--- config.mk ---
export PLATFORM = sky130hd
export DESIGN_NAME = cpu
export DESIGN_NICKNAME = d
export VERILOG_FILES = /design/src/common/cpu_pkg.sv /design/src/logic/pipe_reg.sv /design/src/logic/fetch_unit.sv /design/src/decode/reg_file.sv /design/src/decode/decode_unit.sv /design/src/logic/alu.sv /design/src/logic/hazard_unit.sv /design/src/logic/cpu.sv
export SDC_FILE = /design/constraint.sdc
export NUM_CORES = 1
export LEC_CHECK = 0
export ABC_AREA = 1
export BUFFER_PORTS_ARGS = -buffer_cell sky130_fd_sc_hd__clkbuf_2
export CAP_MARGIN = 10
export CORE_UTILIZATION = 56
export DETAILED_ROUTE_END_ITERATION = 6
export PLACE_DENSITY = 0.76
export REMOVE_ABC_BUFFERS = 1
export SLEW_MARGIN = 20
export SYNTH_ARGS = -nofsm -noshare
export SYNTH_HDL_FRONTEND = slang
export SYNTH_SLANG_ARGS = --single-unit
--- constraint.sdc ---
create_clock -name clk -period 2.9 [get_ports clk]
set_input_delay 0.725 -clock clk [delete_from_list [all_inputs] [get_ports clk]]
set_output_delay 0.725 -clock clk [all_outputs]
set_load 0.01 [all_outputs]
--- src/common/cpu_pkg.sv ---
package cpu_pkg;

	//////////////////////////////////////////////////////////////////////
	// Widths and fixed values
	//////////////////////////////////////////////////////////////////////
	localparam int word_w    = 16;
	localparam int reg_idx_w = 4;
	localparam int num_regs  = 16;

	typedef logic [word_w-1:0]    word_t;
	typedef logic [reg_idx_w-1:0] reg_idx_t;

	// Execution starts at the bottom of instruction memory
	localparam word_t reset_pc = 16'h0000;

	//////////////////////////////////////////////////////////////////////
	// Instruction set encodings
	//////////////////////////////////////////////////////////////////////
	// Opcode in instr[15:12], all-zero word doubles as NOP
	typedef enum logic [3:0] {
		OP_ADD = 4'h0,
		OP_SUB = 4'h1,
		OP_AND = 4'h2,
		OP_NOR = 4'h3,
		OP_SLL = 4'h4,
		OP_SRL = 4'h5,
		OP_SRA = 4'h6,
		OP_LW  = 4'h8,
		OP_SW  = 4'h9,
		OP_LHB = 4'ha,
		OP_LLB = 4'hb,
		OP_B   = 4'hc,
		OP_HLT = 4'hf
	} opcode_e;

	// Branch condition in instr[11:9]
	typedef enum logic [2:0] {
		COND_NE = 3'd0,
		COND_EQ = 3'd1,
		COND_GT = 3'd2,
		COND_LT = 3'd3,
		COND_GE = 3'd4,
		COND_LE = 3'd5,
		COND_OV = 3'd6,
		COND_UN = 3'd7
	} cond_e;

	// ALU function, byte insert covers both LLB and LHB
	typedef enum logic [2:0] {
		ALU_ADD,
		ALU_SUB,
		ALU_AND,
		ALU_NOR,
		ALU_SLL,
		ALU_SRL,
		ALU_SRA,
		ALU_BYT
	} alu_op_e;

	typedef struct packed {
		logic n;
		logic z;
		logic v;
	} flags_t;

	//////////////////////////////////////////////////////////////////////
	// Stage payloads, all-zero is a bubble
	//////////////////////////////////////////////////////////////////////
	typedef struct packed {
		word_t instr;
		word_t pc;
	} if_id_t;

	typedef struct packed {
		logic     valid;
		alu_op_e  alu_op;
		word_t    src_a;
		word_t    src_b;
		word_t    imm;
		logic [3:0] shamt;
		reg_idx_t rd;
		logic     set_nzv;
		logic     set_z;
		logic     mem_we;
		logic     mem_re;
		logic     reg_we;
		logic     halt;
	} id_ex_t;

	typedef struct packed {
		logic     valid;
		word_t    result;
		word_t    store_data;
		reg_idx_t rd;
		logic     mem_we;
		logic     mem_re;
		logic     reg_we;
		logic     halt;
	} ex_mem_t;

	typedef struct packed {
		logic     valid;
		word_t    alu_result;
		word_t    load_data;
		reg_idx_t rd;
		logic     wb_sel;
		logic     reg_we;
		logic     halt;
	} mem_wb_t;

endpackage

--- src/logic/pipe_reg.sv ---
`timescale 1ns/1ps

module pipe_reg #(
	parameter type payload_t = logic
) (
	input  logic     clk,
	input  logic     arst_n,
	input  logic     stall,
	input  logic     flush,
	input  payload_t d,
	output payload_t q
);

	// Flush wins over load, stall keeps the old payload
	always_ff @(posedge clk or negedge arst_n) begin
		if (!arst_n) begin
			// Bubble after reset
			q <= '0;
		end else if (flush) begin
			q <= '0;
		end else if (!stall) begin
			q <= d;
		end
	end

	// Hold and kill of the same stage are never requested together
	stall_flush_excl: assert property (
		@(posedge clk) disable iff (!arst_n)
		!(stall && flush)
	);

endmodule

--- src/logic/fetch_unit.sv ---
`timescale 1ns/1ps

module fetch_unit import cpu_pkg::*; (
	input  logic   clk,
	input  logic   arst_n,
	input  logic   stall,
	input  logic   halt_seen,
	input  logic   branch_taken,
	input  word_t  branch_target,
	input  word_t  imem_data,
	output word_t  imem_addr,
	output if_id_t if_id
);

	word_t pc_q;
	word_t pc_d;
	logic  halted_q;
	logic  squash;

	// Wrong-path word after a taken branch, or anything past HLT
	assign squash = branch_taken || halt_seen || halted_q;

	// Next PC, stall has priority since the branch may see stale flags
	always_comb begin
		if (stall || halt_seen || halted_q) begin
			pc_d = pc_q;
		end else if (branch_taken) begin
			pc_d = branch_target;
		end else begin
			pc_d = pc_q + 16'd1;
		end
	end

	always_ff @(posedge clk or negedge arst_n) begin
		if (!arst_n) begin
			pc_q     <= reset_pc;
			halted_q <= 1'b0;
		end else begin
			pc_q     <= pc_d;
			// Sticky until reset
			halted_q <= halted_q || halt_seen;
		end
	end

	assign imem_addr = pc_q;
	assign if_id     = squash ? if_id_t'('0) : if_id_t'{instr: imem_data, pc: pc_q};

endmodule

--- src/decode/reg_file.sv ---
`timescale 1ns/1ps

module reg_file import cpu_pkg::*; (
	input  logic     clk,
	input  logic     arst_n,
	input  reg_idx_t rs,
	input  reg_idx_t rt,
	input  logic     we,
	input  reg_idx_t wd_addr,
	input  word_t    wd,
	output word_t    rs_data,
	output word_t    rt_data
);

	word_t regs [num_regs];

	// Single write port, written at the end of writeback
	always_ff @(posedge clk) begin
		if (we) begin
			regs[wd_addr] <= wd;
		end
	end

	// r0 hardwired to zero
	// Same-cycle write shows through so decode never waits an extra cycle
	assign rs_data = (rs == '0) ? '0 : (we && wd_addr == rs) ? wd : regs[rs];
	assign rt_data = (rt == '0) ? '0 : (we && wd_addr == rt) ? wd : regs[rt];

	// Decode drops reg_we for rd of zero, so r0 is never targeted
	no_r0_write: assert property (
		@(posedge clk) disable iff (!arst_n)
		we |-> (wd_addr != '0)
	);

endmodule

--- src/decode/decode_unit.sv ---
`timescale 1ns/1ps

module decode_unit import cpu_pkg::*; (
	input  logic     clk,
	input  logic     arst_n,
	input  if_id_t   if_id,
	input  mem_wb_t  mem_wb,
	input  flags_t   flags,
	output id_ex_t   id_ex,
	output logic     branch_taken,
	output word_t    branch_target,
	output logic     halt_seen,
	output reg_idx_t src_rs,
	output reg_idx_t src_rt,
	output logic     uses_rs,
	output logic     uses_rt,
	output logic     is_branch,
	output logic     hlt
);

	opcode_e  op;
	reg_idx_t rd;
	cond_e    cond;
	logic     is_rtype;
	logic     is_shift;
	logic     is_mem;
	logic     is_byte;
	logic     cond_met;
	word_t    rs_data;
	word_t    rt_data;
	word_t    wb_data;
	logic     wb_we;

	//////////////////////////////////////////////////////////////////////
	// Field split and instruction class
	//////////////////////////////////////////////////////////////////////
	assign op   = opcode_e'(if_id.instr[15:12]);
	assign rd   = if_id.instr[11:8];
	assign cond = cond_e'(if_id.instr[11:9]);

	assign is_rtype = op inside {OP_ADD, OP_SUB, OP_AND, OP_NOR};
	assign is_shift = op inside {OP_SLL, OP_SRL, OP_SRA};
	assign is_mem   = op inside {OP_LW, OP_SW};
	assign is_byte  = op inside {OP_LLB, OP_LHB};

	// Byte loads merge into old rd, stores read data from rd
	assign src_rs  = is_byte ? rd : if_id.instr[7:4];
	assign src_rt  = (op == OP_SW) ? rd : if_id.instr[3:0];
	assign uses_rs = is_rtype || is_shift || is_mem || is_byte;
	assign uses_rt = is_rtype || (op == OP_SW);

	//////////////////////////////////////////////////////////////////////
	// Control bundle for execute
	//////////////////////////////////////////////////////////////////////
	always_comb begin
		id_ex = '0;
		// NOP and bubbles are the zero word
		id_ex.valid = |if_id.instr;
		case (op)
			OP_SUB:         id_ex.alu_op = ALU_SUB;
			OP_AND:         id_ex.alu_op = ALU_AND;
			OP_NOR:         id_ex.alu_op = ALU_NOR;
			OP_SLL:         id_ex.alu_op = ALU_SLL;
			OP_SRL:         id_ex.alu_op = ALU_SRL;
			OP_SRA:         id_ex.alu_op = ALU_SRA;
			OP_LLB, OP_LHB: id_ex.alu_op = ALU_BYT;
			default:        id_ex.alu_op = ALU_ADD;
		endcase
		id_ex.src_a = rs_data;
		id_ex.src_b = rt_data;
		// 8-bit byte immediate or sign-extended 4-bit offset
		id_ex.imm = is_byte ? {8'h00, if_id.instr[7:0]} : {{12{if_id.instr[3]}}, if_id.instr[3:0]};
		// Byte position doubles as shift amount, 8 for the high byte
		if (is_byte) begin
			id_ex.shamt = (op == OP_LHB) ? 4'd8 : 4'd0;
		end else begin
			id_ex.shamt = if_id.instr[3:0];
		end
		id_ex.rd      = rd;
		id_ex.set_nzv = op inside {OP_ADD, OP_SUB};
		id_ex.set_z   = is_shift || (op inside {OP_AND, OP_NOR});
		id_ex.mem_we  = (op == OP_SW);
		id_ex.mem_re  = (op == OP_LW);
		id_ex.reg_we  = (is_rtype || is_shift || is_byte || op == OP_LW) && id_ex.valid
			&& (rd != '0);
		id_ex.halt    = (op == OP_HLT);
	end

	//////////////////////////////////////////////////////////////////////
	// Branch resolve
	//////////////////////////////////////////////////////////////////////
	always_comb begin
		case (cond)
			COND_NE: cond_met = !flags.z;
			COND_EQ: cond_met = flags.z;
			COND_GT: cond_met = !flags.z && !flags.n;
			COND_LT: cond_met = flags.n;
			COND_GE: cond_met = flags.z || !flags.n;
			COND_LE: cond_met = flags.n || flags.z;
			COND_OV: cond_met = flags.v;
			COND_UN: cond_met = 1'b1;
		endcase
	end

	assign is_branch     = (op == OP_B);
	assign branch_taken  = is_branch && cond_met;
	// Word offset relative to PC+1
	assign branch_target = if_id.pc + 16'd1 + {{7{if_id.instr[8]}}, if_id.instr[8:0]};
	assign halt_seen     = (op == OP_HLT);

	//////////////////////////////////////////////////////////////////////
	// Writeback and register file
	//////////////////////////////////////////////////////////////////////
	assign wb_data = mem_wb.wb_sel ? mem_wb.load_data : mem_wb.alu_result;
	assign wb_we   = mem_wb.valid && mem_wb.reg_we;

	reg_file u_reg_file (
		.clk     (clk),
		.arst_n  (arst_n),
		.rs      (src_rs),
		.rt      (src_rt),
		.we      (wb_we),
		.wd_addr (mem_wb.rd),
		.wd      (wb_data),
		.rs_data (rs_data),
		.rt_data (rt_data)
	);

	// Halt flag, set as HLT retires
	always_ff @(posedge clk or negedge arst_n) begin
		if (!arst_n) begin
			hlt <= 1'b0;
		end else if (mem_wb.valid && mem_wb.halt) begin
			hlt <= 1'b1;
		end
	end

endmodule

--- src/logic/alu.sv ---
`timescale 1ns/1ps

module alu import cpu_pkg::*; (
	input  logic    clk,
	input  logic    arst_n,
	input  id_ex_t  id_ex,
	output ex_mem_t ex_mem,
	output flags_t  flags
);

	word_t  op_a;
	word_t  op_b;
	word_t  sum;
	word_t  diff;
	word_t  byte_mask;
	word_t  result;
	logic   add_ovf;
	logic   sub_ovf;
	flags_t flags_d;

	assign op_a = id_ex.src_a;
	// Loads and stores add the offset, src_b then carries store data
	assign op_b = (id_ex.mem_we || id_ex.mem_re) ? id_ex.imm : id_ex.src_b;

	// Wrapping add and subtract
	assign sum  = op_a + op_b;
	assign diff = op_a - op_b;
	// Signed overflow from sign bits
	assign add_ovf = (op_a[15] == op_b[15]) && (sum[15] != op_a[15]);
	assign sub_ovf = (op_a[15] != op_b[15]) && (diff[15] != op_a[15]);

	// Byte lane being replaced by LLB or LHB
	assign byte_mask = 16'h00ff << id_ex.shamt;

	always_comb begin
		case (id_ex.alu_op)
			ALU_ADD: result = sum;
			ALU_SUB: result = diff;
			ALU_AND: result = op_a & op_b;
			ALU_NOR: result = ~(op_a | op_b);
			ALU_SLL: result = op_a << id_ex.shamt;
			ALU_SRL: result = op_a >> id_ex.shamt;
			ALU_SRA: result = word_t'($signed(op_a) >>> id_ex.shamt);
			// Keep other byte of old rd
			ALU_BYT: result = (op_a & ~byte_mask) | (id_ex.imm << id_ex.shamt);
		endcase
	end

	//////////////////////////////////////////////////////////////////////
	// Flag register
	//////////////////////////////////////////////////////////////////////
	always_comb begin
		flags_d = flags;
		if (id_ex.valid && id_ex.set_nzv) begin
			flags_d.n = result[15];
			flags_d.z = (result == '0);
			flags_d.v = (id_ex.alu_op == ALU_SUB) ? sub_ovf : add_ovf;
		end else if (id_ex.valid && id_ex.set_z) begin
			// Logic and shifts touch Z only
			flags_d.z = (result == '0);
		end
	end

	always_ff @(posedge clk or negedge arst_n) begin
		if (!arst_n) begin
			flags <= '0;
		end else begin
			flags <= flags_d;
		end
	end

	// Result plus the pass-through controls for memory and writeback
	assign ex_mem = ex_mem_t'{
		valid:      id_ex.valid,
		result:     result,
		store_data: id_ex.src_b,
		rd:         id_ex.rd,
		mem_we:     id_ex.mem_we,
		mem_re:     id_ex.mem_re,
		reg_we:     id_ex.reg_we,
		halt:       id_ex.halt
	};

endmodule

--- src/logic/hazard_unit.sv ---
`timescale 1ns/1ps

module hazard_unit import cpu_pkg::*; (
	input  reg_idx_t src_rs,
	input  reg_idx_t src_rt,
	input  logic     uses_rs,
	input  logic     uses_rt,
	input  logic     is_branch,
	input  id_ex_t   id_ex,
	input  ex_mem_t  ex_mem,
	output logic     stall
);

	logic rs_live;
	logic rt_live;
	logic ex_wr;
	logic mem_wr;
	logic raw_ex;
	logic raw_mem;
	logic flag_hz;

	// r0 never carries a dependency
	assign rs_live = uses_rs && (src_rs != '0);
	assign rt_live = uses_rt && (src_rt != '0);

	// Producers still in flight
	assign ex_wr  = id_ex.valid && id_ex.reg_we;
	assign mem_wr = ex_mem.valid && ex_mem.reg_we;

	// Read after write, no forwarding so wait for writeback bypass
	assign raw_ex  = ex_wr && ((rs_live && src_rs == id_ex.rd) || (rt_live && src_rt == id_ex.rd));
	assign raw_mem = mem_wr
		&& ((rs_live && src_rs == ex_mem.rd) || (rt_live && src_rt == ex_mem.rd));

	// Flags update at end of execute
	assign flag_hz = is_branch && id_ex.valid && (id_ex.set_nzv || id_ex.set_z);

	assign stall = raw_ex || raw_mem || flag_hz;

endmodule

--- src/logic/cpu.sv ---
`timescale 1ns/1ps

module cpu import cpu_pkg::*; (
	input  logic  clk,
	input  logic  arst_n,
	input  word_t imem_data,
	input  word_t dmem_rdata,
	output word_t imem_addr,
	output word_t dmem_addr,
	output word_t dmem_wdata,
	output logic  dmem_we,
	output logic  hlt
);

	// Stage payloads, _d into the flop and _q out of it
	if_id_t   if_id_d;
	if_id_t   if_id_q;
	id_ex_t   id_ex_d;
	id_ex_t   id_ex_q;
	ex_mem_t  ex_mem_d;
	ex_mem_t  ex_mem_q;
	mem_wb_t  mem_wb_d;
	mem_wb_t  mem_wb_q;

	// Decode to fetch and hazard
	flags_t   flags;
	logic     stall;
	logic     branch_taken;
	word_t    branch_target;
	logic     halt_seen;
	reg_idx_t src_rs;
	reg_idx_t src_rt;
	logic     uses_rs;
	logic     uses_rt;
	logic     is_branch;

	// Fetch
	fetch_unit u_fetch (
		.clk           (clk),
		.arst_n        (arst_n),
		.stall         (stall),
		.halt_seen     (halt_seen),
		.branch_taken  (branch_taken),
		.branch_target (branch_target),
		.imem_data     (imem_data),
		.imem_addr     (imem_addr),
		.if_id         (if_id_d)
	);

	// IF_ID, wrong-path word already squashed by fetch
	pipe_reg #(.payload_t(if_id_t)) u_if_id (
		.clk(clk), .arst_n(arst_n), .stall(stall), .flush(1'b0), .d(if_id_d), .q(if_id_q)
	);

	//////////////////////////////////////////////////////////////////////
	// Decode with hazard check beside it
	//////////////////////////////////////////////////////////////////////
	decode_unit u_decode (
		.clk           (clk),
		.arst_n        (arst_n),
		.if_id         (if_id_q),
		.mem_wb        (mem_wb_q),
		.flags         (flags),
		.id_ex         (id_ex_d),
		.branch_taken  (branch_taken),
		.branch_target (branch_target),
		.halt_seen     (halt_seen),
		.src_rs        (src_rs),
		.src_rt        (src_rt),
		.uses_rs       (uses_rs),
		.uses_rt       (uses_rt),
		.is_branch     (is_branch),
		.hlt           (hlt)
	);

	hazard_unit u_hazard (
		.src_rs    (src_rs),
		.src_rt    (src_rt),
		.uses_rs   (uses_rs),
		.uses_rt   (uses_rt),
		.is_branch (is_branch),
		.id_ex     (id_ex_q),
		.ex_mem    (ex_mem_q),
		.stall     (stall)
	);

	// ID_EX, stall inserts a bubble
	pipe_reg #(.payload_t(id_ex_t)) u_id_ex (
		.clk(clk), .arst_n(arst_n), .stall(1'b0), .flush(stall), .d(id_ex_d), .q(id_ex_q)
	);

	//////////////////////////////////////////////////////////////////////
	// Execute, memory, writeback
	//////////////////////////////////////////////////////////////////////
	alu u_alu (
		.clk    (clk),
		.arst_n (arst_n),
		.id_ex  (id_ex_q),
		.ex_mem (ex_mem_d),
		.flags  (flags)
	);

	pipe_reg #(.payload_t(ex_mem_t)) u_ex_mem (
		.clk(clk), .arst_n(arst_n), .stall(1'b0), .flush(1'b0), .d(ex_mem_d), .q(ex_mem_q)
	);

	// Data port straight off EX_MEM
	assign dmem_addr  = ex_mem_q.result;
	assign dmem_wdata = ex_mem_q.store_data;
	assign dmem_we    = ex_mem_q.mem_we;

	// Load data joins the result, loads pick it at writeback
	assign mem_wb_d = mem_wb_t'{
		valid:      ex_mem_q.valid,
		alu_result: ex_mem_q.result,
		load_data:  dmem_rdata,
		rd:         ex_mem_q.rd,
		wb_sel:     ex_mem_q.mem_re,
		reg_we:     ex_mem_q.reg_we,
		halt:       ex_mem_q.halt
	};

	pipe_reg #(.payload_t(mem_wb_t)) u_mem_wb (
		.clk(clk), .arst_n(arst_n), .stall(1'b0), .flush(1'b0), .d(mem_wb_d), .q(mem_wb_q)
	);

endmodule

==> flow_summary.toml <==
[synth]
portion_of_the_post_synthesis_area_used_by_sequential_elements_pct = 48.9
leading_area_contributor_after_synthesis = "edfxtp_1"
dominantRegCellSynth = "edfxtp_1"
ys_seq_elements = 449
synth_edf_count = 256
syn-instance-count = 3045
mappedNetlistArea_mm2 = 0.0256
syn_area_per_cell_um2 = 8.40
synth.yosys.warnings = 0
netlist_top_cells_area = "edfxtp_1 (30%), dfrtp_1 (19%), nand2_1 (9.3%)"
synthArstFlopShare_pct = 43.0
synth_top_cell_area_share_pct = 30.1
post_synth_num_cell_types = 51

[critical_path]
cp_common_cell = "nand3_2"
crit-reg2reg-launch = "u_id_ex.q[3]"
worstRegToRegCells = 19
list_of_cells_traversed_by_the_critical_path = "nor2_4 > buf_12 > nand2_4 > o21ai_4 > ha_4 > fa_2 > inv_2 > buf_6 > nand3_2 > nand4_1 > nor2_1 > nor2_1 > nor2_1 > nand3_2 > nor3_4 > nand3_2 > nor2_4 > nand3_2 > nand2_1"
regToRegSetupSlack_ns = -0.02
cpPeakStageDelay_ns = 0.41
timing.critical_path.from_type = "register"
critPathMaxFanout = 7
worstSetupStartpoint = "u_id_ex.q[3]"
endpoint_class_of_the_critical_path = "register"
worst-setup-path-type = "reg -> reg"
worst_ep_required_time_ns = 3.40
cp_data_arrival_time_ns = 3.42
crit-reg2reg-capture = "u_alu.flags[1]"
crit_buf_inv = 3
crit_family = "simple AND/OR/NAND/NOR gates"
critical_path.slowest_cell = "dfrtp_1"

[floorplanning]
rows = 77
die_h_um = 216
core_mm2 = 0.0446
pin_count = 84
design.die.area_mm2 = 0.0465
floorplan.die.width_um = 216
effective_utilization_at_floorplan_pct = 57.3

[finish]
finish.cell_count_without_fillers = 3832
multi_input_comb_area_mm2 = 0.0115
fin_nets = 3303
area.sequential_mm2 = 0.0125
utilization_after_layout_pct = 67.1
nFillCells = 3565
layout-drive-gt1-share_pct = 16.8
area.growth.synth_to_final_pct = 17.0
antennaDiodeCount = 0

[pwr]
p_total_mw = 12.9
power.ir.vdd_worst_mv = 0.516
power_density_mw_per_mm2 = 430
p_leak_nw = 12.9

[clocking]
tritoncts = "yes"
cts.reportedPaths.clkPinSlew_ns = 0.06
htree_levels = 2
cts_max_path_buffers = 3
cts_root_buffer = "clkbuf_16"
tritoncts.num_buffers = 48
worst_skew_pair.late_latency_ns = 0.60
cts.sink_count = 449

[placed_design]
place.detailed.instances = 3729
final_weighted_congestion_of_routability_driven_global_placement = 1.05
port_buffers = 83
post-dp-hpwl_mm = 60.4

[detailed_routing]
drt_iter0_markers = 3375
viasPerCell = 6.26
drt-wirelength-per-cell_um = 22.8
route.vias.total = 23979
detail_route.drc_violations = 3
postRouteAntennaNets = 0
finalWirelength_mm = 87.4
detailedRoute.firstPassIterationCount = 7

[global_route]
antenna_violations_before_repair = 3
grt_pass1_wl_mm = 133
grt_max_degree = 106
first_global_vias = 22880
overflow = 0
groute.usage.overall_pct = 37.2

[sta]
final-setup-viol-count = 1
slew_headroom_pct = 51.9
finalWorstSetupSlack_ns = -0.0172
finClkSkew_ns = 0.0436
worst_pin_slew_ns = 0.721
maxClockFrequency_ghz = 0.343
final_hold_viols = 0
whs_ns = 0.0612
fin_crit_sh_pct = 101
grt_setup_unrepaired = "true"
finalMaxSlewViolations = 0
period_minus_slack_ns = 2.92

[min_path]
worst_hold_check_path_type = "in -> async"

[run_status]
violations = "design-rule violations, negative setup slack"
status = "complete, but fails checks"

[job]
cap_viol_max_count = 0
-- per-stage QoR --
step | TNS, ns | instance area, µm² | worst slack, ns
6_report | -0.0172 | 29900 | -0.0172
5_1_grt | -0.572 | 29900 | -0.161
4_1_cts | -0.0490 | 29400 | -0.0490
3_5_place_dp | -2.05 | 27700 | -0.426
3_3_place_gp | -1.43 | 27700 | -0.357
2_1_floorplan | -362.56 | 24600 | -4.33
-- cells in the mapped netlist, types with 47 or more instances --
cell type    n
ha_1        63
inv_1      309
nand2_1    636
dfrtp_1    193
a21oi_1    143
o21ai_0    256
edfxtp_1   256
a31oi_1     47
nand3_1    321
clkbuf_1   118
nor2_1     205
o2111ai_1   49
o211ai_1   121
-- sequential cells by signal, summed over array words and instances (netlist names) --
| register | count |
|---|---|
| u_alu.flags | 3 |
| u_decode.hlt | 1 |
| u_decode.u_reg_file.regs | 256 |
| u_ex_mem.q | 41 |
| u_fetch.halted_q | 1 |
| u_fetch.imem_addr | 16 |
| u_id_ex.q | 59 |
| u_if_id.q | 32 |
| u_mem_wb.q | 40 |
-- layout make-up --
type | instances | area share [%]
Clock buffer | 66 | 4.47
Clock inverter | 21 | 0.732
Inverter | 318 | 3.99
Multi-Input combinational cell | 2079 | 38.3
Sequential cell | 449 | 41.8
Tap cell | 592 | 2.48
Timing Repair Buffer | 307 | 8.16
-- cell usage in the layout (no fill, tap or decap), types with 18 or more instances in the layout --
| master | netlist | routed |
|---|---|---|
| nand2_1 | 636 | 614 |
| a31oi_1 | 47 | 47 |
| buf_12 | 0 | 24 |
| or2_2 | 32 | 31 |
| dfrtp_1 | 193 | 192 |
| xor2_1 | 28 | 28 |
| nand3_1 | 321 | 305 |
| o21ai_0 | 256 | 233 |
| clkbuf_16 | 0 | 49 |
| clkbuf_2 | 0 | 82 |
| inv_1 | 309 | 299 |
| o21ai_1 | 8 | 22 |
| edfxtp_1 | 256 | 256 |
| buf_4 | 33 | 194 |
| a21oi_1 | 143 | 131 |
| nor3_1 | 45 | 39 |
| nor2_1 | 205 | 182 |
| nor2_2 | 1 | 18 |
| o211ai_1 | 121 | 121 |
| nand4_1 | 28 | 28 |
| ha_1 | 63 | 51 |
| nand2_2 | 2 | 21 |
| o2111ai_1 | 49 | 49 |
-- where the power goes --
part	internal [mW]	leakage [nW]	switching [mW]	total [mW]
clock	3.51	0.772	2.56	6.07
sequential	6.71	4.41	0.00292	6.71
combinational	0.0248	7.74	0.0622	0.0870
total	10.2	12.9	2.62	12.9
-- routing by layer --
metal / vias to the layer above / share of wire (%) / track usage [%]
li1: 10807 / - / -
met1: 11381 / 40 / 51.8
met2: 1525 / 45 / 57.1
met3: 264 / 11 / 7.78
met4: 2 / 4.0 / 14.0
met5: - / 0.015 / 0
-- kinds of logic after synthesis --
kind of cell / share of synthesized area, %
simple gates: 21.4
buf+inv: 8.43
mux: 0.157
compound gates: 16.4
fa+ha+maj: 3.32
flops: 48.9
xor+xnor: 1.40
-- how the worst max path moves through the flow --
stage / slack (ns) / cells past startpoint / end
2_1_floorplan: -4.33 / 10 / u_id_ex.q[48]
3_3_place_gp: -0.36 / 21 / u_alu.flags[1]
3_5_place_dp: -0.43 / 21 / u_alu.flags[1]
4_1_cts: -0.05 / 21 / u_alu.flags[1]
5_1_grt: -0.16 / 19 / u_alu.flags[1]
6_report: -0.02 / 19 / u_alu.flags[1]
-- timing repair --
action / CTS / global route
buffers inserted: 4 / 12
pin swaps: 11 / 47
cloned: 0 / 1
setup endpoints to repair: 14 / 86
hold buffers: 0 / 0
gates resized for setup: 45 / 117
Power figures use the tool's default switching activity.
